## config.mk

```make
export PLATFORM = sky130hd
export DESIGN_NAME = hdmi_tx_config_top
export DESIGN_NICKNAME = d
export VERILOG_FILES = /design/src/source/hdmi_tx_pkg.sv /design/src/source/hdmi_tx_config_top.sv /design/src/source/i2c_write_master.sv /design/src/source/adv_reg_sequencer.sv /design/src/source/mode_decoder.sv
export VERILOG_INCLUDE_DIRS = /design/src /design/src/include
export SDC_FILE = /design/constraint.sdc
export NUM_CORES = 1
export LEC_CHECK = 0
export ABC_AREA = 1
export ABC_CLOCK_PERIOD_IN_PS = 1760
export BUFFER_PORTS_ARGS = -buffer_cell sky130_fd_sc_hd__clkbuf_2
export CAP_MARGIN = 40
export CORE_AREA = 2 2 83 85
export CTS_BUF_LIST = sky130_fd_sc_hd__clkbuf_2 sky130_fd_sc_hd__clkbuf_4 sky130_fd_sc_hd__clkbuf_8
export DETAILED_ROUTE_END_ITERATION = 10
export DIE_AREA = 0 0 85 87
export GPL_ROUTABILITY_DRIVEN = 0
export GPL_TIMING_DRIVEN = 0
export PLACE_DENSITY = 0.81
export SLEW_MARGIN = 5
export SYNTH_ARGS = -nofsm -noshare
export SYNTH_HDL_FRONTEND = slang
export SYNTH_SLANG_ARGS = --single-unit
```

## constraint.sdc

```tcl
create_clock -name clock -period 1.76 [get_ports clock]
set_input_delay 0.176 -clock clock [delete_from_list [all_inputs] [get_ports clock]]
set_output_delay 0.176 -clock clock [all_outputs]
set_load 0.005 [all_outputs]
```

## src/include/hdmi_tx_params.svh

```systemverilog
`ifndef HDMI_TX_PARAMS_SVH
`define HDMI_TX_PARAMS_SVH

// ADV7513 8-bit write address, PD pin low
`define ADV_I2C_ADDR 8'h72

// clock cycles per half SCL period, kept small for simulation
`define I2C_HALF_PERIOD 4

// entries in the register write list
`define ADV_WRITE_COUNT 6

// host byte values assumed before the first change
`define RESET_MODE_CODE 8'h00
`define RESET_PHASE_CODE 8'd3

// 1080p defaults
`define RESET_VIC 8'd16

// clock delay code 3, no delay
`define RESET_CLOCK_DELAY 8'h60

`endif
```

## src/source/hdmi_tx_pkg.sv

```systemverilog
package hdmi_tx_pkg;

    typedef logic [7:0] code_byte_t;  // host mode or phase byte
    typedef logic [7:0] vic_t;        // CEA vic, 0 for non-CEA
    typedef logic [7:0] reg_addr_t;
    typedef logic [7:0] reg_data_t;

    typedef enum logic [3:0] {
        mode_1080p,
        mode_960p,
        mode_480p,
        mode_vga,
        mode_576p,
        mode_240p_1080p,
        mode_240p_960p,
        mode_240p_480p,
        mode_240p_vga,
        mode_480i,
        mode_576i
    } video_mode_t;

    typedef struct packed {
        video_mode_t mode;
        vic_t        vic;
        logic [1:0]  pixel_repeat;
        logic        interlaced;
    } adv_config_t;

    typedef struct packed {
        reg_addr_t addr;
        reg_data_t data;
    } reg_write_t;

    // literals carry a prefix, both enums share the package scope
    typedef enum logic [1:0] {
        seq_idle,
        seq_issue,
        seq_wait_done
    } seq_state_t;

    typedef enum logic [2:0] {
        i2c_idle,
        i2c_start,
        i2c_shift,
        i2c_ack,
        i2c_stop
    } i2c_state_t;

endpackage

```

## src/source/hdmi_tx_config_top.sv

```systemverilog
module hdmi_tx_config_top (
    input  logic                     clock,
    input  logic                     rst_n,
    input  hdmi_tx_pkg::code_byte_t  mode_code,
    input  hdmi_tx_pkg::code_byte_t  phase_code,
    input  logic                     sda_in,
    output hdmi_tx_pkg::adv_config_t adv_config,
    output hdmi_tx_pkg::reg_data_t   clock_delay,
    output logic                     reconf,
    output logic                     config_busy,
    output logic                     ack_fail,
    output logic                     scl_oe,
    output logic                     sda_oe
);

    logic                    write_start;
    hdmi_tx_pkg::reg_write_t write_req;
    logic                    write_done;
    logic                    nack;

    mode_decoder mode_decoder_i (
        .clock       (clock),
        .rst_n       (rst_n),
        .mode_code   (mode_code),
        .phase_code  (phase_code),
        .adv_config  (adv_config),
        .clock_delay (clock_delay),
        .reconf      (reconf)
    );

    adv_reg_sequencer adv_reg_sequencer_i (
        .clock       (clock),
        .rst_n       (rst_n),
        .adv_config  (adv_config),
        .clock_delay (clock_delay),
        .reconf      (reconf),
        .write_done  (write_done),
        .nack        (nack),
        .write_start (write_start),
        .write_req   (write_req),
        .config_busy (config_busy),
        .ack_fail    (ack_fail)
    );

    i2c_write_master i2c_write_master_i (
        .clock       (clock),
        .rst_n       (rst_n),
        .write_start (write_start),
        .write_req   (write_req),
        .sda_in      (sda_in),
        .write_done  (write_done),
        .nack        (nack),
        .scl_oe      (scl_oe),
        .sda_oe      (sda_oe)
    );

endmodule

```

## src/source/i2c_write_master.sv

```systemverilog
`include "hdmi_tx_params.svh"

module i2c_write_master (
    input  logic                    clock,
    input  logic                    rst_n,
    input  logic                    write_start,
    input  hdmi_tx_pkg::reg_write_t write_req,
    input  logic                    sda_in,
    output logic                    write_done,
    output logic                    nack,
    output logic                    scl_oe,
    output logic                    sda_oe
);

    localparam int DIV_W = $clog2(`I2C_HALF_PERIOD + 1);

    hdmi_tx_pkg::i2c_state_t state;
    hdmi_tx_pkg::reg_write_t req;
    hdmi_tx_pkg::reg_data_t  shreg;
    hdmi_tx_pkg::reg_data_t  next_byte;
    logic [DIV_W-1:0]        div;
    logic                    tick;
    logic                    phase;  // 0 scl low half, 1 scl high half
    logic [2:0]              bit_cnt;
    logic [1:0]              byte_idx;
    logic                    nack_r;
    logic                    load_first;
    logic                    load_next;
    logic                    shift_bit;

    assign tick       = (div == DIV_W'(`I2C_HALF_PERIOD - 1));
    assign next_byte  = (byte_idx == 2'd0) ? req.addr : req.data;
    assign load_first = (state == hdmi_tx_pkg::i2c_idle) && write_start;
    assign shift_bit  = (state == hdmi_tx_pkg::i2c_shift) && phase && tick
                        && (bit_cnt != 3'd0);
    assign load_next  = (state == hdmi_tx_pkg::i2c_ack) && phase && tick;

    always_ff @(posedge clock) begin
        if (load_first) begin
            req   <= write_req;
            shreg <= `ADV_I2C_ADDR;
        end else if (shift_bit) begin
            shreg <= {shreg[6:0], 1'b0};
        end else if (load_next) begin
            shreg <= next_byte;
        end
    end

    always_ff @(posedge clock) begin
        if (!rst_n) begin
            state      <= hdmi_tx_pkg::i2c_idle;
            div        <= '0;
            phase      <= 1'b0;
            bit_cnt    <= 3'd0;
            byte_idx   <= 2'd0;
            nack_r     <= 1'b0;
            write_done <= 1'b0;
            nack       <= 1'b0;
            scl_oe     <= 1'b0;
            sda_oe     <= 1'b0;
        end else begin
            write_done <= 1'b0;
            nack       <= 1'b0;
            if (state == hdmi_tx_pkg::i2c_idle || tick) begin
                div <= '0;
            end else begin
                div <= div + 1'b1;
            end
            case (state)
                hdmi_tx_pkg::i2c_idle: begin
                    if (write_start) begin
                        state    <= hdmi_tx_pkg::i2c_start;
                        phase    <= 1'b0;
                        byte_idx <= 2'd0;
                        nack_r   <= 1'b0;
                    end
                end

                // half period bus free, then sda falls with scl high
                hdmi_tx_pkg::i2c_start: begin
                    if (tick && !phase) begin
                        sda_oe <= 1'b1;
                        phase  <= 1'b1;
                    end else if (tick) begin
                        scl_oe  <= 1'b1;
                        sda_oe  <= ~shreg[7];
                        bit_cnt <= 3'd7;
                        phase   <= 1'b0;
                        state   <= hdmi_tx_pkg::i2c_shift;
                    end
                end

                hdmi_tx_pkg::i2c_shift: begin
                    if (tick && !phase) begin
                        scl_oe <= 1'b0;
                        phase  <= 1'b1;
                    end else if (tick) begin
                        scl_oe <= 1'b1;
                        phase  <= 1'b0;
                        if (bit_cnt == 3'd0) begin
                            sda_oe <= 1'b0;  // release for ack
                            state  <= hdmi_tx_pkg::i2c_ack;
                        end else begin
                            sda_oe  <= ~shreg[6];
                            bit_cnt <= bit_cnt - 3'd1;
                        end
                    end
                end

                hdmi_tx_pkg::i2c_ack: begin
                    if (tick && !phase) begin
                        scl_oe <= 1'b0;
                        phase  <= 1'b1;
                    end else if (tick) begin
                        scl_oe <= 1'b1;
                        phase  <= 1'b0;
                        nack_r <= nack_r | sda_in;
                        if ((sda_in && byte_idx == 2'd0) || byte_idx == 2'd2) begin
                            sda_oe <= 1'b1;  // hold low for stop
                            state  <= hdmi_tx_pkg::i2c_stop;
                        end else begin
                            sda_oe   <= ~next_byte[7];
                            bit_cnt  <= 3'd7;
                            byte_idx <= byte_idx + 2'd1;
                            state    <= hdmi_tx_pkg::i2c_shift;
                        end
                    end
                end

                hdmi_tx_pkg::i2c_stop: begin
                    if (tick && !phase) begin
                        scl_oe <= 1'b0;
                        phase  <= 1'b1;
                    end else if (tick) begin
                        sda_oe     <= 1'b0;  // sda rises with scl high
                        phase      <= 1'b0;
                        write_done <= 1'b1;
                        nack       <= nack_r;
                        state      <= hdmi_tx_pkg::i2c_idle;
                    end
                end

                default: state <= hdmi_tx_pkg::i2c_idle;
            endcase
        end
    end

endmodule

```

## src/source/adv_reg_sequencer.sv

```systemverilog
`include "hdmi_tx_params.svh"

module adv_reg_sequencer (
    input  logic                     clock,
    input  logic                     rst_n,
    input  hdmi_tx_pkg::adv_config_t adv_config,
    input  hdmi_tx_pkg::reg_data_t   clock_delay,
    input  logic                     reconf,
    input  logic                     write_done,
    input  logic                     nack,
    output logic                     write_start,
    output hdmi_tx_pkg::reg_write_t  write_req,
    output logic                     config_busy,
    output logic                     ack_fail
);

    localparam logic [2:0] LAST_IDX = 3'(`ADV_WRITE_COUNT - 1);

    hdmi_tx_pkg::seq_state_t state;
    logic [2:0]              idx;
    logic                    restart_pend;

    assign write_start = (state == hdmi_tx_pkg::seq_issue);
    assign config_busy = (state != hdmi_tx_pkg::seq_idle);

    // values follow the live config, the master copies them on write_start
    always_comb begin
        case (idx)
            3'd0: write_req = '{addr: 8'h41, data: 8'h10};  // power up
            3'd1: write_req = '{addr: 8'h98, data: 8'h03};  // fixed per datasheet
            3'd2: write_req = '{addr: 8'h3c, data: adv_config.vic};
            3'd3: write_req = '{addr: 8'h3b, data: {6'd0, adv_config.pixel_repeat}};
            3'd4: write_req = '{addr: 8'hba, data: clock_delay};
            default: begin
                write_req.addr = 8'haf;
                write_req.data = adv_config.interlaced ? 8'h16 : 8'h06;  // hdmi mode
            end
        endcase
    end

    always_ff @(posedge clock) begin
        if (!rst_n) begin
            state        <= hdmi_tx_pkg::seq_idle;
            idx          <= 3'd0;
            restart_pend <= 1'b0;
            ack_fail     <= 1'b0;
        end else begin
            case (state)
                hdmi_tx_pkg::seq_idle: begin
                    if (reconf) begin
                        state    <= hdmi_tx_pkg::seq_issue;
                        idx      <= 3'd0;
                        ack_fail <= 1'b0;  // new sequence
                    end
                end

                hdmi_tx_pkg::seq_issue: begin
                    state <= hdmi_tx_pkg::seq_wait_done;
                    if (reconf) begin
                        restart_pend <= 1'b1;
                    end
                end

                hdmi_tx_pkg::seq_wait_done: begin
                    if (write_done) begin
                        restart_pend <= 1'b0;
                        if (restart_pend || reconf) begin
                            // config moved under us, start over
                            state    <= hdmi_tx_pkg::seq_issue;
                            idx      <= 3'd0;
                            ack_fail <= 1'b0;
                        end else begin
                            if (nack) begin
                                ack_fail <= 1'b1;
                            end
                            if (idx == LAST_IDX) begin
                                state <= hdmi_tx_pkg::seq_idle;
                            end else begin
                                state <= hdmi_tx_pkg::seq_issue;
                                idx   <= idx + 3'd1;
                            end
                        end
                    end else if (reconf) begin
                        restart_pend <= 1'b1;  // let the current write finish
                    end
                end

                default: state <= hdmi_tx_pkg::seq_idle;
            endcase
        end
    end

endmodule

```

## src/source/mode_decoder.sv

```systemverilog
`include "hdmi_tx_params.svh"

module mode_decoder (
    input  logic                     clock,
    input  logic                     rst_n,
    input  hdmi_tx_pkg::code_byte_t  mode_code,
    input  hdmi_tx_pkg::code_byte_t  phase_code,
    output hdmi_tx_pkg::adv_config_t adv_config,
    output hdmi_tx_pkg::reg_data_t   clock_delay,
    output logic                     reconf
);

    hdmi_tx_pkg::code_byte_t  mode_prev;
    hdmi_tx_pkg::code_byte_t  phase_prev;
    hdmi_tx_pkg::adv_config_t lut_cfg;
    logic                     mode_changed;
    logic                     phase_changed;

    function automatic hdmi_tx_pkg::adv_config_t make_cfg(
        input hdmi_tx_pkg::video_mode_t m,
        input hdmi_tx_pkg::vic_t        v,
        input logic [1:0]               pr,
        input logic                     il
    );
        return '{mode: m, vic: v, pixel_repeat: pr, interlaced: il};
    endfunction

    assign mode_changed  = (mode_code != mode_prev);
    assign phase_changed = (phase_code != phase_prev);

    // bit 7 plays no part in the lookup
    always_comb begin
        case (mode_code[6:0])
            7'h00: lut_cfg = make_cfg(hdmi_tx_pkg::mode_1080p, 8'd16, 2'd0, 1'b0);
            7'h01: lut_cfg = make_cfg(hdmi_tx_pkg::mode_960p, 8'd0, 2'd0, 1'b0);
            7'h02: lut_cfg = make_cfg(hdmi_tx_pkg::mode_480p, 8'd2, 2'd0, 1'b0);
            7'h03: lut_cfg = make_cfg(hdmi_tx_pkg::mode_vga, 8'd1, 2'd0, 1'b0);
            7'h08, 7'h09, 7'h0a, 7'h0b:
                lut_cfg = make_cfg(hdmi_tx_pkg::mode_576p, 8'd17, 2'd0, 1'b0);
            7'h10: lut_cfg = make_cfg(hdmi_tx_pkg::mode_240p_1080p, 8'd16, 2'd0, 1'b0);
            7'h11: lut_cfg = make_cfg(hdmi_tx_pkg::mode_240p_960p, 8'd0, 2'd0, 1'b0);
            7'h12: lut_cfg = make_cfg(hdmi_tx_pkg::mode_240p_480p, 8'd2, 2'd0, 1'b0);
            7'h13: lut_cfg = make_cfg(hdmi_tx_pkg::mode_240p_vga, 8'd1, 2'd0, 1'b0);
            7'h20, 7'h21, 7'h22, 7'h23:
                lut_cfg = make_cfg(hdmi_tx_pkg::mode_480i, 8'd6, 2'd1, 1'b1);  // 2x repeat
            7'h40, 7'h41, 7'h42, 7'h43:
                lut_cfg = make_cfg(hdmi_tx_pkg::mode_576i, 8'd21, 2'd1, 1'b1);
            default: lut_cfg = adv_config;  // unlisted code keeps config
        endcase
    end

    always_ff @(posedge clock) begin
        if (!rst_n) begin
            mode_prev   <= `RESET_MODE_CODE;
            phase_prev  <= `RESET_PHASE_CODE;
            adv_config  <= make_cfg(hdmi_tx_pkg::mode_1080p, `RESET_VIC, 2'd0, 1'b0);
            clock_delay <= `RESET_CLOCK_DELAY;
            reconf      <= 1'b0;
        end else begin
            mode_prev  <= mode_code;
            phase_prev <= phase_code;
            reconf     <= mode_changed || phase_changed;
            if (mode_changed) begin
                adv_config <= lut_cfg;
            end
            if (phase_changed && (phase_code < 8'd8)) begin
                clock_delay <= {phase_code[2:0], 5'd0};  // 0.4 ns steps with code 3 at zero
            end
        end
    end

endmodule

```

Word-level counts from Yosys, hierarchy flattened
Cells that the tools add are included.
Word-level totals
  bits in registers: 83
  input bits: 19
  memory bits (writable): 0
  memories kept: 0
  logic and storage cells: 215
  bits in read-only memories: 0
  output and inout port bits: 28
  latch bits: 0
Cells by class
  div/mod/pow operators: 0
  muxes and demuxes: 73
  bitwise operators: 7
  multiply operators: 0
  $lt $le $gt $ge: 1
  add/subtract/negate cells: 4
  equality and inequality tests: 53
  reductions and logical operators: 51
  shifts and indexed selects: 0
Operators with widths (count)
  one-hot mux 15 bit (11 select lines): 1
  one-hot mux 16 bit (5 select lines): 1
  two-way mux 3 bit: 23
  equality test 7 x 4 -> 1 bit (second input constant): 4
  equality test 7 x 5 -> 1 bit (second input constant): 4
  equality test 7 x 6 -> 1 bit (second input constant): 4
  equality test 7 bit (second input constant): 4
  two-way mux 1 bit: 26
  two-way mux 8 bit: 3
  OR reduction 4 bit: 5
  != test 2 bit (second input constant): 8
  != test 8 bit: 2
  equality test 3 x 2 -> 1 bit (second input constant): 5
  one-hot mux 3 bit (5 select lines): 1
  equality test 7 x 2 -> 1 bit (second input constant): 2
  two-way mux 2 bit: 7
  != test 2 x 1 -> 1 bit (second input constant): 7
  AND reduction 4 bit: 3
  nonzero test 2 bit: 6
  nonzero test 11 bit: 1
  AND reduction 10 bit: 1
  equality test 3 bit (second input constant): 3
  logical AND 1 bit: 9
  zero test 3 bit: 3
  other kinds (33): 56

Longest topological paths before layout
Gate-level depths: netlist of the first run.
  depth after elaboration: 7
  gate-level depth with buffers: 12

Modules after synthesis
A second synthesis of the first run with hierarchy kept.
Unflattened totals
  cell total of the unflattened synthesis: 566
  area total of the unflattened synthesis: 4255.3 µm²
Modules (own cells, without submodules)
  i2c_write_master: area each 2023.2 µm², seq. area each 980.9 µm², cells each 245, instances 1
  mode_decoder: area each 1507.7 µm², seq. area each 560.5 µm², cells each 216, instances 1
  adv_reg_sequencer: area each 724.4 µm², seq. area each 140.1 µm², cells each 105, instances 1

Worst setup path before layout of the first run
No wires, ideal clock.
  kind: flip-flop to flip-flop
  from: register i2c_write_master_i.div[0]
  to: register i2c_write_master_i.shreg[3]
  arrival time: 1.506 ns
  required time: 1.684 ns
  clock period less this slack: 1.582 ns
  path slack: 0.178 ns
  library setup time: 0.076 ns
  cell stages (with the launch flop): 10
  path through: dfxtp_1 > ha_1 > ha_1 > nand2_1 > inv_1 > nand2_4 > inv_4 > nor2_2 > nand2_1 > a21oi_1
On the way
  word-level cells in the longest chain between the ends: 4
  elaborated cells between the ends (all ways): 6
  classes of those cells: 1 x eq/ne; 1 x mux; 4 x reduce/logical
Ends and longest elaborated chain
  start: declaration: line i2c_write_master.sv:21  | logic [DIV_W-1:0] div;
  start signal: assignment: line i2c_write_master.sv:67  | div <= div + 1'b1;
  equality test 3 x 2 -> 1 bit (*): line i2c_write_master.sv:31  | assign tick = (div == DIV_W'(`I2C_HALF_PERIOD - 1));
  named net i2c_write_master_i.tick: line i2c_write_master.sv:22  | logic tick;
  logical AND 1 bit: line i2c_write_master.sv:34  | assign shift_bit = (state == hdmi_tx_pkg::i2c_shift) && phase && tick
  logical AND 1 bit: line i2c_write_master.sv:35  | && (bit_cnt != 3'd0);
  two-way mux 8 bit / nonzero test 2 bit (equally long branches)
  end signal: assignment: line i2c_write_master.sv:41  | shreg <= `ADV_I2C_ADDR;
  end signal: assignment: line i2c_write_master.sv:43  | shreg <= {shreg[6:0], 1'b0};
  end signal: assignment: line i2c_write_master.sv:45  | shreg <= next_byte;
  end: declaration: line i2c_write_master.sv:19  | hdmi_tx_pkg::reg_data_t shreg;
The timed path passes the listed nets; every way through them passes the cells marked *.
A chain may end at the register's enable or synchronous reset.

Worst setup path after layout of the first run
  from: register i2c_write_master_i.div[0]
  to: register i2c_write_master_i.state[2]
On the way
  word-level cells in the longest chain between the ends: 4
  elaborated cells between the ends (all ways): 11
  classes of those cells: 9 x eq/ne; 2 x reduce/logical
Ends and longest elaborated chain
  equality test 3 x 2 -> 1 bit (*): line i2c_write_master.sv:31
  named net i2c_write_master_i.tick: line i2c_write_master.sv:22
  logical AND 1 bit
  != test 2 bit (no line)
  AND reduction 10 bit (no line) (*)
  end signal: assignment: line i2c_write_master.sv:89  | state <= hdmi_tx_pkg::i2c_shift;
  end signal: assignment: line i2c_write_master.sv:102  | state <= hdmi_tx_pkg::i2c_ack;
  end signal: assignment: line i2c_write_master.sv:139  | state <= hdmi_tx_pkg::i2c_idle;
  end: declaration: line i2c_write_master.sv:17  | hdmi_tx_pkg::i2c_state_t state;
Marks and branches as above.

==> metrics, run 1 <==
cell types occupying the most area after synthesis sky130_fd_sc_hd__dfxtp_1 (32%), sky130_fd_sc_hd__edfxtp_1 (12%), sky130_fd_sc_hd__nand2_1 (11%); number of synthesized flops with an enable pin 15; remaining number of nets flagged by the antenna check after routing 0; number of distinct standard cells referenced by the synthesized netlist 45; clock sink count 75; most common cell in the synthesized netlist sky130_fd_sc_hd__nand2_1; number of buffers added by the clock tree synthesis step 9; Endpoint, Worst Hold mode_decoder_i.phase_prev[3]$_SDFF_PN0_; share of synthesized registers carrying an async set or reset 0%; number of antenna violations at the first check in global routing 0; area growth from synthesis to layout 15.4%; detailed-route via count 3161; Worst-Skew Late Latency 0.36 ns; average cell area after synthesis 7.83 um2; routed length per instance 12.2 um; critical register-to-register path startpoint i2c_write_master_i.div[0]$_SDFF_PP0_; setup clock skew after layout 0.0141 ns; share of post-route cells with drive strength above 1 about 22%; summed negative setup slack over all endpoints 0 ns; Cell Rows 30; cell depth of the worst min-delay path 3; Clock H-tree levels 3; total power after layout 5.97 mW; peak ir drop on the vdd network 0.854 mV; post-synthesis cell area ~0.0038 mm2; Reg2Reg Setup Slack 0.11 ns; endpoint of the worst-slack reg-to-reg timing path i2c_write_master_i.state[2]$_SDFFE_PN0P_; Relative slew margins 63.6%; result of the run completed; number of failing hold endpoints at the final stage 0; vias in the first global route 3066; Critical Setup Path Class flip-flop to flip-flop; post-synthesis instance total 486; pwr dens 1360 mW/mm2; pin count of the biggest net entering global routing 16; startpoint of the lowest-slack hold path phase_code[3]; Final Critical Period roughly 1.7 ns; root buffer cell sky130_fd_sc_hd__clkbuf_8; die outline area 0.00740 mm2; global-route usage over all layers 21.7%; total half-perimeter wirelength after legalization and detailed placement between 5000 and 6000 um; f_max 606 MHz; number of port buffers 35; Synth top cells by count sky130_fd_sc_hd__nand2_1 (111), sky130_fd_sc_hd__inv_1 (63), sky130_fd_sc_hd__dfxtp_1 (60), sky130_fd_sc_hd__nor2_1 (43), sky130_fd_sc_hd__a21oi_1 (25); Worst setup SP type flip-flop; first-pass GRT wire length 12800 um; biggest fanout along the worst timing path 5; final setup violation count 0; MaxCap Viol Count 0; antenna diode instance count 0; top cell type's share of synthesized area 31.6%; Initial Util 57.9%; most used flip-flop cell after synthesis sky130_fd_sc_hd__dfxtp_1; die boundary height 87 um; final routed wirelength across all metal layers 7630 um; data arrival time at the worst-slack endpoint 1.91 ns; Seq/Total Area, Yosys 43.4%; Leakage 2.14 nW; Top-Level Pins 47; Chip Width 85 um; total of flip-flops plus latches after synthesis 75; per-cell via count in the routed design 5.04; Hold/Removal Path Class input pin to flip-flop; number of max-slew violations in the final report 0; Slew @ Worst Pin 0.546 ns; clk buf depth 2; CP Data Required Time 2.02 ns; share of the clock period used by the worst path 93.8%; CTS tree done; final net count 577; Detailed Route Iter0 Violations 186; YS warnings 0; clock transition at the registers of the reported paths ~0.090 ns; worst r2r path cells 12; endpoint class of the critical path flip-flop; cell accounting for the most synthesized area sky130_fd_sc_hd__dfxtp_1; count of unresolved DRC violations after routing 0; standard cell core area between 0.006 and 0.007 mm2; grt total ovfl 0; detailed-routing iteration count for the pre-antenna-repair pass 4
==> placed cells by master (no fill, tap or decap), types with 8 or more instances in the layout <==
master	n
sky130_fd_sc_hd__nand2_1	110
sky130_fd_sc_hd__inv_1	60
sky130_fd_sc_hd__dfxtp_1	59
sky130_fd_sc_hd__nor2_1	42
sky130_fd_sc_hd__clkbuf_2	35
sky130_fd_sc_hd__a21oi_1	23
sky130_fd_sc_hd__nand3_1	18
sky130_fd_sc_hd__edfxtp_1	15
sky130_fd_sc_hd__ha_1	14
sky130_fd_sc_hd__o21ai_0	13
sky130_fd_sc_hd__xor2_1	12
sky130_fd_sc_hd__nand2_2	12
sky130_fd_sc_hd__buf_4	12
sky130_fd_sc_hd__conb_1	10
sky130_fd_sc_hd__clkbuf_8	9
sky130_fd_sc_hd__nand4_1	8
==> power breakdown <==
part	switching, mW	leakage, nW	total [mW]	internal (mW)
Sequential	0.188	0.630	2.37	2.18
Clock	0.692	0.102	1.37	0.679
Combinational	1.47	1.41	2.23	0.770
Total	2.34	2.14	5.97	3.63
==> state kept, by name, summed over array words and instances, names as in the netlist, 3 cells and up <==
name                        flops
adv_reg_sequencer_i.idx         3
i2c_write_master_i.bit_cnt      3
i2c_write_master_i.div          3
i2c_write_master_i.req         15
i2c_write_master_i.shreg        8
i2c_write_master_i.state        3
mode_decoder_i.adv_config       8
mode_decoder_i.clock_delay      3
mode_decoder_i.mode_prev        8
mode_decoder_i.phase_prev       8
==> stage by stage <==
step | cell area [um2] | cells | worst slack, ns | utilization, % | hold slack [ns]
6_report | 4390 | 627 | 0.110 | 66.8 | 0.0387
5_1_grt | 4390 | 627 | -0.0131 | 66.8 | 0.0353
4_1_cts | 4350 | 627 | 0.0285 | 66.2 | 0.0293
3_5_place_dp | 4120 | 610 | -0.157 | 62.6 | 0.411
3_3_place_gp | 4120 | 610 | -0.127 | 62.6 | 0.386
2_1_floorplan | 3840 | 495 | 0.178 | - | 0.269
==> logic make-up (layout without fill, tap and decap cells) <==
group                    count (synthesis)  after routing  synth area share (%)
AO/OA/AOI/OAI                           62             62                  9.60
XOR/XNOR                                16             16                  3.68
adder cells (fa/ha/maj)                 16             16                  5.26
buffers and inverters                   89            141                  10.4
flip-flops                              75             75                  43.4
other                                    1             10                0.0985
AND/OR/NAND/NOR                        227            227                  27.6
==> routing by layer <==
layer | part of all wire [%] | wire length (um) | vias up | track usage [%]
met3 | 4.9 | 371 | 16 | 5.59
met1 | 42 | 3180 | 1429 | 24.1
met5 | 0 | 0 | - | 0
met2 | 51 | 3900 | 71 | 39.3
met4 | 2.2 | 164 | 0 | 9.24
li1 | - | - | 1645 | -
==> critical path: stages, from the launching register on <==
cell and delay, ns:
sky130_fd_sc_hd__dfxtp_1 0.32, sky130_fd_sc_hd__ha_2 0.20, sky130_fd_sc_hd__ha_4 0.17, sky130_fd_sc_hd__inv_2 0.06, sky130_fd_sc_hd__nor2_1 0.05, sky130_fd_sc_hd__inv_2 0.09, sky130_fd_sc_hd__nor2_1 0.07, sky130_fd_sc_hd__nor3_2 0.24
sky130_fd_sc_hd__nand2_2 0.12, sky130_fd_sc_hd__nand2_1 0.07, sky130_fd_sc_hd__o21ai_1 0.06, sky130_fd_sc_hd__nand2_1 0.06, sky130_fd_sc_hd__inv_1 0.04
==> layout make-up <==
type | instances | area [um2]
clock inverters | 7 | 83.8
repair buffers | 35 | 175
plain buffers | 19 | 134
inverters | 70 | 269
repair inverters | 1 | 7.51
multi-input cells | 331 | 1840
well taps | 80 | 100
flip-flops and latches | 75 | 1650
clock buffers | 9 | 124
fillers | 568 | 2180
==> how the worst max path moves through the flow <==
| stage | from | to | cells after the start |
|---|---|---|---|
| global placement | adv_reg_sequencer_i.state[1]$_SDFFE_PN0P_ | i2c_write_master_i.req[0]$_DFFE_PP_ | 4 |
| CTS | i2c_write_master_i.div[0]$_SDFF_PP0_ | i2c_write_master_i.shreg[3]$_SDFFE_PP0P_ | 9 |
| finish | i2c_write_master_i.div[0]$_SDFF_PP0_ | i2c_write_master_i.state[2]$_SDFFE_PN0P_ | 12 |
| global route | adv_reg_sequencer_i.idx[0]$_SDFFE_PN0P_ | i2c_write_master_i.req[1]$_DFFE_PP_ | 9 |
| detailed placement | adv_reg_sequencer_i.state[1]$_SDFFE_PN0P_ | i2c_write_master_i.req[0]$_DFFE_PP_ | 4 |
| floorplan | i2c_write_master_i.div[0]$_SDFF_PP0_ | i2c_write_master_i.shreg[3]$_SDFFE_PP0P_ | 9 |
==> timing repair <==
action,CTS,global route
endpoints found under the setup margin,27,23
hold buffers,0,0
pin swaps,1,4
gates cloned,1,0
buffers inserted,0,0
gates resized for setup,7,14
No activity file was read; power rests on OpenSTA's default activity.
==> inputs of run 2 (changes only) <==
--- a/config.mk
+++ b/config.mk
@@ -10,13 +10,12 @@
 export ABC_CLOCK_PERIOD_IN_PS = 1760
 export BUFFER_PORTS_ARGS = -buffer_cell sky130_fd_sc_hd__clkbuf_2
 export CAP_MARGIN = 40
-export CORE_AREA = 2 2 83 85
+export CORE_AREA = 2 2 108 110
 export CTS_BUF_LIST = sky130_fd_sc_hd__clkbuf_2 sky130_fd_sc_hd__clkbuf_4 sky130_fd_sc_hd__clkbuf_8
 export DETAILED_ROUTE_END_ITERATION = 10
-export DIE_AREA = 0 0 85 87
+export DIE_AREA = 0 0 110 112
 export GPL_ROUTABILITY_DRIVEN = 0
 export GPL_TIMING_DRIVEN = 0
-export PLACE_DENSITY = 0.81
 export SLEW_MARGIN = 5
 export SYNTH_ARGS = -nofsm -noshare
 export SYNTH_HDL_FRONTEND = slang
==> run 2 against run 1 <==
Clock power barely moved. Non-clock buffer count rose by 6. Largest cell class unchanged. Highest routed layer unchanged. Power rose by 2.0%. First-iteration DRC count fell by 42%.
==> metrics, run 2 (same netlist as run 1, synthesis figures left out) <==
peak ir drop on the vdd network between 0.4 and 0.5 mV; fill cell count 1154; hold bufs inserted after CTS 0; startpoint of the lowest-slack hold path mode_code[7]; Final Critical Period 1.62 ns; global-route usage over all layers 13.7%; count of buffer and inverter cells on the critical path 3; antenna diode instance count 0; die boundary height 112 um; total half-perimeter wirelength after legalization and detailed placement between 6000 and 7000 um; clk buf depth 2; Cell Rows 39; Relative slew margins 61.0%; cell family with the largest share of critical-path delay simple AND/OR/NAND/NOR gates; Endpoint, Worst Hold mode_decoder_i.mode_prev[7]$_SDFF_PN0_; number of max-slew violations in the final report 0; number of port buffers 35; per-cell via count in the routed design approximately 4.5; Top-Level Pins 47; pwr dens 1350 mW/mm2; data arrival time at the worst-slack endpoint 1.88 ns; number of failing hold endpoints at the final stage 0; count of unresolved DRC violations after routing 0; remaining number of nets flagged by the antenna check after routing 0; number of standard cells in the final layout excluding fillers around 700; f_max 616 MHz; biggest fanout along the worst timing path 5; number of antenna violations at the first check in global routing 0; CP Data Required Time just over 2 ns; detailed-route via count 3135; standard cell core area ~0.011 mm2; critical register-to-register path startpoint i2c_write_master_i.div[0]$_SDFF_PP0_; final routed wirelength across all metal layers approximately 8000 um; Worst-Skew Late Latency 0.35 ns; Clock H-tree levels 3; final standard cell utilization of the core 40.3%; top library cells by usage in the layout, fill and taps aside sky130_fd_sc_hd__nand2_1 (110), sky130_fd_sc_hd__dfxtp_1 (59), sky130_fd_sc_hd__inv_1 (58); Worst path max stage delay 0.32 ns; Chip Width 110 um; Initial Util 34.1%; detailed-routing iteration count for the pre-antenna-repair pass 4; result of the run completed; most frequent standard cell in the layout excluding fill and tap cells sky130_fd_sc_hd__nand2_1; number of flip-flops under the largest register name 15; grt total ovfl 0; vias in the first global route 3015; clock sink count 75; pin count of the biggest net entering global routing 13; Slew @ Worst Pin 0.586 ns; Most flops, register i2c_write_master_i.req; number of placed cells counting well taps 673; share of post-route cells with drive strength above 1 23.3%; setup clock skew after layout 0.0123 ns; area growth from synthesis to layout 18.2%; die outline area 0.0123 mm2; endpoint of the worst-slack reg-to-reg timing path i2c_write_master_i.state[2]$_SDFFE_PN0P_; final setup violation count 0; Leakage 2.17 nW; Reg2Reg Setup Slack 0.14 ns; cell depth of the worst min-delay path 3; clock transition at the registers of the reported paths 0.08 ns; critical path cell sequence ha_1, ha_2, inv_2, nor2_1, inv_2, nor2_1, nor3_2, nand2_2, nand2_1, o21ai_1, nand2_1, inv_1; MaxCap Viol Count 0; share of the clock period used by the worst path 92.3%; Worst setup SP type flip-flop; Critical Setup Path Class flip-flop to flip-flop; routed length per instance 11.4 um; CTS tree done; final net count 583; first-pass GRT wire length 13400 um; root buffer cell sky130_fd_sc_hd__clkbuf_8; number of buffers added by the clock tree synthesis step 9; Detailed Route Iter0 Violations 108; Hold/Removal Path Class input pin to flip-flop; endpoint class of the critical path flip-flop; Critical Path Slowest Stage Cell sky130_fd_sc_hd__dfxtp_1; worst r2r path cells 12
==> run 2: changes by cell type in the layout (fill, tap and decap cells not counted), sizes merged <==
cell	previous run	this run
buf	16	22
clkbuf	47	50
clkinv	3	2
clkinvlp	3	2
inv	71	70
==> run 2: metal layers <==
| metal | track usage, % | wire [um] | share of wire, % |
|---|---|---|---|
| met1 | 16.6 | 3520 | 44 |
| met2 | 22.7 | 3900 | 49 |
| met3 | 4.98 | 434 | 5.4 |
| met4 | 4.14 | 110 | 1.4 |
| met5 | 0 | 0 | 0 |
==> run 2: layout make-up <==
| class | instances | area, um2 | area share (%) |
|---|---|---|---|
| plain buffers | 19 | 133 | 2.95 |
| clock buffers | 12 | 153 | 3.39 |
| clock inverters | 4 | 47.5 | 1.06 |
| inverters | 70 | 269 | 5.98 |
| multi-input cells | 331 | 1840 | 40.9 |
| flip-flops and latches | 75 | 1650 | 36.7 |
| well taps | 143 | 179 | 3.98 |
| repair buffers | 41 | 220 | 4.89 |
| repair inverters | 1 | 7.51 | 0.167 |
==> run 2: power breakdown <==
group | internal, mW | leakage [nW] | total, mW | switching (mW)
clock | 0.726 | 0.108 | 1.36 | 0.638
combinational | 0.871 | 1.43 | 2.36 | 1.49
sequential | 2.18 | 0.630 | 2.37 | 0.189
total | 3.78 | 2.17 | 6.09 | 2.31
==> run 2: worst min-delay path, cell delays in order <==
cell	delay, ns
sky130_fd_sc_hd__clkbuf_2	0.10
sky130_fd_sc_hd__nand2_1	0.05
sky130_fd_sc_hd__inv_1	0.04
==> run 2: how the worst max path moves through the flow <==
stage                                                    from  slack [ns]  cells after the start                                  endpoint
finish                   i2c_write_master_i.div[0]$_SDFF_PP0_        0.14                     12  i2c_write_master_i.state[2]$_SDFFE_PN0P_
global route             i2c_write_master_i.div[0]$_SDFF_PP0_      -0.004                     12  i2c_write_master_i.state[2]$_SDFFE_PN0P_
floorplan                i2c_write_master_i.div[0]$_SDFF_PP0_        0.18                      9  i2c_write_master_i.shreg[3]$_SDFFE_PP0P_
CTS                 adv_reg_sequencer_i.state[1]$_SDFFE_PN0P_       0.003                      4       i2c_write_master_i.req[0]$_DFFE_PP_
detailed placement  adv_reg_sequencer_i.state[1]$_SDFFE_PN0P_       -0.20                      4       i2c_write_master_i.req[0]$_DFFE_PP_
global placement    adv_reg_sequencer_i.state[1]$_SDFFE_PN0P_       -0.15                      4       i2c_write_master_i.req[7]$_DFFE_PP_
==> run 2: timing repair <==
action	CTS	global route
buffers inserted	1	5
resized for setup	6	17
gates cloned	1	0
setup endpoints to repair	25	40
pin swaps	1	3
==> run 2: through the flow <==
stage | TNS [ns] | setup slack, ns | power (mW) | hold WS, ns | area (um2)
2_1_floorplan | 0 | 0.178 | 3.98 | 0.269 | 3840
3_3_place_gp | -2.30 | -0.147 | 4.46 | 0.386 | 4190
3_5_place_dp | -3.29 | -0.197 | 4.52 | 0.389 | 4190
4_1_cts | 0 | 0.00252 | 5.96 | 0.0122 | 4420
5_1_grt | -0.00387 | -0.00387 | 6.56 | 0.0467 | 4500
6_report | 0 | 0.136 | 6.09 | 0.0283 | 4500
==> inputs of run 3 (changes only) <==
--- a/config.mk
+++ b/config.mk
@@ -16,6 +16,7 @@
 export DIE_AREA = 0 0 110 112
 export GPL_ROUTABILITY_DRIVEN = 0
 export GPL_TIMING_DRIVEN = 0
+export RECOVER_POWER = 25
 export SLEW_MARGIN = 5
 export SYNTH_ARGS = -nofsm -noshare
 export SYNTH_HDL_FRONTEND = slang
==> run 3 against run 2 <==
Clock-buffer cell count stayed put. Via count grew 0.22%. Flip-flop and latch count did not move. Combinational power is essentially flat. Fmax barely moved. Core utilization down 0.089 points. Critical path depth is the same. Die area is the same. Register-to-register slack about the same. Largest power group unchanged. First-iteration DRC count decreased by 0.93%. Routed wire length up 0.15%. Power is 0.14% lower. Critical path type unchanged.
==> metrics, run 3 (same netlist as run 1, synthesis figures left out) <==
result of the run completed; Most flops, register i2c_write_master_i.req; Critical Setup Path Class flip-flop to flip-flop; Clock H-tree levels 3; vias in the first global route 3015; Worst-Skew Late Latency 0.36 ns; number of port buffers 35; final routed wirelength across all metal layers 7980 um; final setup violation count 0; remaining number of nets flagged by the antenna check after routing 0; final net count 583; number of flip-flops under the largest register name 15; detailed-route via count 3142; Top-Level Pins 47; endpoint of the worst-slack reg-to-reg timing path i2c_write_master_i.state[2]$_SDFFE_PN0P_; global-route usage over all layers 13.7%; first-pass GRT wire length 13400 um; share of the clock period used by the worst path 92.2%; final design instance area without fill 0.00449 mm2; startpoint of the lowest-slack hold path mode_code[7]; setup clock skew after layout 0.0126 ns; number of failing hold endpoints at the final stage 0; peak ir drop on the vdd network 0.475 mV; clock transition at the registers of the reported paths about 0.080 ns; endpoint class of the critical path flip-flop; number of antenna violations at the first check in global routing 0; standard cell core area between 0.01 and 0.015 mm2; per-cell via count in the routed design 4.51; total power after layout 6.08 mW; f_max 616 MHz; top library cells by usage in the layout, fill and taps aside sky130_fd_sc_hd__nand2_1 (110), sky130_fd_sc_hd__dfxtp_1 (59), sky130_fd_sc_hd__inv_1 (58); Endpoint, Worst Hold mode_decoder_i.mode_prev[7]$_SDFF_PN0_; total half-perimeter wirelength after legalization and detailed placement 6010 um; data arrival time at the worst-slack endpoint 1.88 ns; root buffer cell sky130_fd_sc_hd__clkbuf_8; clk buf depth 2; CTS tree done; Chip Width 110 um; critical register-to-register path startpoint i2c_write_master_i.div[0]$_SDFF_PP0_; Worst setup SP type flip-flop; antenna diode instance count 0; pin count of the biggest net entering global routing 13; cell depth of the worst min-delay path 3; total cell area at the placement stage 0.00419 mm2; most frequent standard cell in the layout excluding fill and tap cells sky130_fd_sc_hd__nand2_1; grt total ovfl 0; Initial Util 34.1%; Reg2Reg Setup Slack around 0.14 ns; Hold Worst Slack about 0.03 ns; Leakage 2.14 nW; MaxCap Viol Count 0; Detailed Route Iter0 Violations 107; Final Critical Period 1.62 ns; Slew @ Worst Pin ~0.58 ns; die boundary height approximately 110 um; Cell Rows 39; worst r2r path cells 12; number of max-slew violations in the final report 0; biggest fanout along the worst timing path 5; CP Data Required Time 2.02 ns; number of buffers added by the clock tree synthesis step 9; count of unresolved DRC violations after routing 0; Hold/Removal Path Class input pin to flip-flop; area growth from synthesis to layout 18.0%; pwr dens 1350 mW/mm2; clock sink count between 70 and 80; Relative slew margins roughly three fifths; detailed-routing iteration count for the pre-antenna-repair pass 4; die outline area 0.0123 mm2; routed length per instance 11.5 um; share of post-route cells with drive strength above 1 21.9%
run 3: cell counts in the layout (fill, tap and decap cells not counted):
Identical to the previous run, type by type.
run 3: how the worst max path moves through the flow:
stage / startpoint / to / slack (ns) / cells after the start
after floorplan: i2c_write_master_i.div[0]$_SDFF_PP0_ / i2c_write_master_i.shreg[3]$_SDFFE_PP0P_ / 0.18 / 9
after global placement: adv_reg_sequencer_i.state[1]$_SDFFE_PN0P_ / i2c_write_master_i.req[7]$_DFFE_PP_ / -0.15 / 4
after detailed placement: adv_reg_sequencer_i.state[1]$_SDFFE_PN0P_ / i2c_write_master_i.req[0]$_DFFE_PP_ / -0.20 / 4
after CTS: adv_reg_sequencer_i.state[1]$_SDFFE_PN0P_ / i2c_write_master_i.req[0]$_DFFE_PP_ / 0.003 / 4
after global routing: i2c_write_master_i.div[0]$_SDFF_PP0_ / i2c_write_master_i.state[2]$_SDFFE_PN0P_ / -0.004 / 12
final: i2c_write_master_i.div[0]$_SDFF_PP0_ / i2c_write_master_i.state[2]$_SDFFE_PN0P_ / 0.14 / 12
run 3: per-stage QoR:
step	instances	TNS, ns	setup WS [ns]	utilization (%)
CTS	691	0	0.00252	39.6
floorplan	495	0	0.178	-
finish	696	0	0.137	40.2
detailed placement	673	-3.29	-0.197	37.5
global route	696	-0.00387	-0.00387	40.2
global placement	673	-2.30	-0.147	37.5
run 3: per-layer routing:
metal	track usage [%]	wire length, um	vias up
li1	-	-	1660
met1	16.6	3530	1409
met2	22.7	3890	61
met3	4.98	445	12
met4	4.14	110	0
met5	0	0	-
run 3: cell type report:
cell class	instances	area, um2
Timing Repair inverter	1	7.51
Clock inverter	4	47.5
Clock buffer	12	153
Sequential cell	75	1650
Timing Repair Buffer	41	210
Tap cell	143	179
Fill cell	1160	6680
Inverter	70	269
Multi-Input combinational cell	331	1840
Buffer	19	133
run 3: where the power goes:
part	internal, mW	switching, mW	leakage, nW	total [mW]
sequential	2.18	0.188	0.630	2.37
combinational	0.867	1.49	1.41	2.36
clock	0.725	0.632	0.108	1.36
run 3: timing repair:
| item | in CTS | in global routing |
|---|---|---|
| buffers inserted | 1 | 5 |
| pin swaps | 1 | 3 |
| endpoints found under the setup margin | 25 | 40 |
| gates cloned | 1 | 0 |
| resized for setup | 6 | 17 |
| hold buffers | 0 | 0 |
run 3: worst max-delay path, stage by stage, from the launching register on:
cell	delay, ns
sky130_fd_sc_hd__dfxtp_1	0.32
sky130_fd_sc_hd__ha_1	0.19
sky130_fd_sc_hd__ha_2	0.20
sky130_fd_sc_hd__inv_2	0.08
sky130_fd_sc_hd__nor2_1	0.05
sky130_fd_sc_hd__inv_2	0.08
sky130_fd_sc_hd__nor2_1	0.07
sky130_fd_sc_hd__nor3_2	0.21
sky130_fd_sc_hd__nand2_2	0.11
sky130_fd_sc_hd__nand2_1	0.06
sky130_fd_sc_hd__o21ai_1	0.07
sky130_fd_sc_hd__nand2_1	0.06
sky130_fd_sc_hd__inv_1	0.03
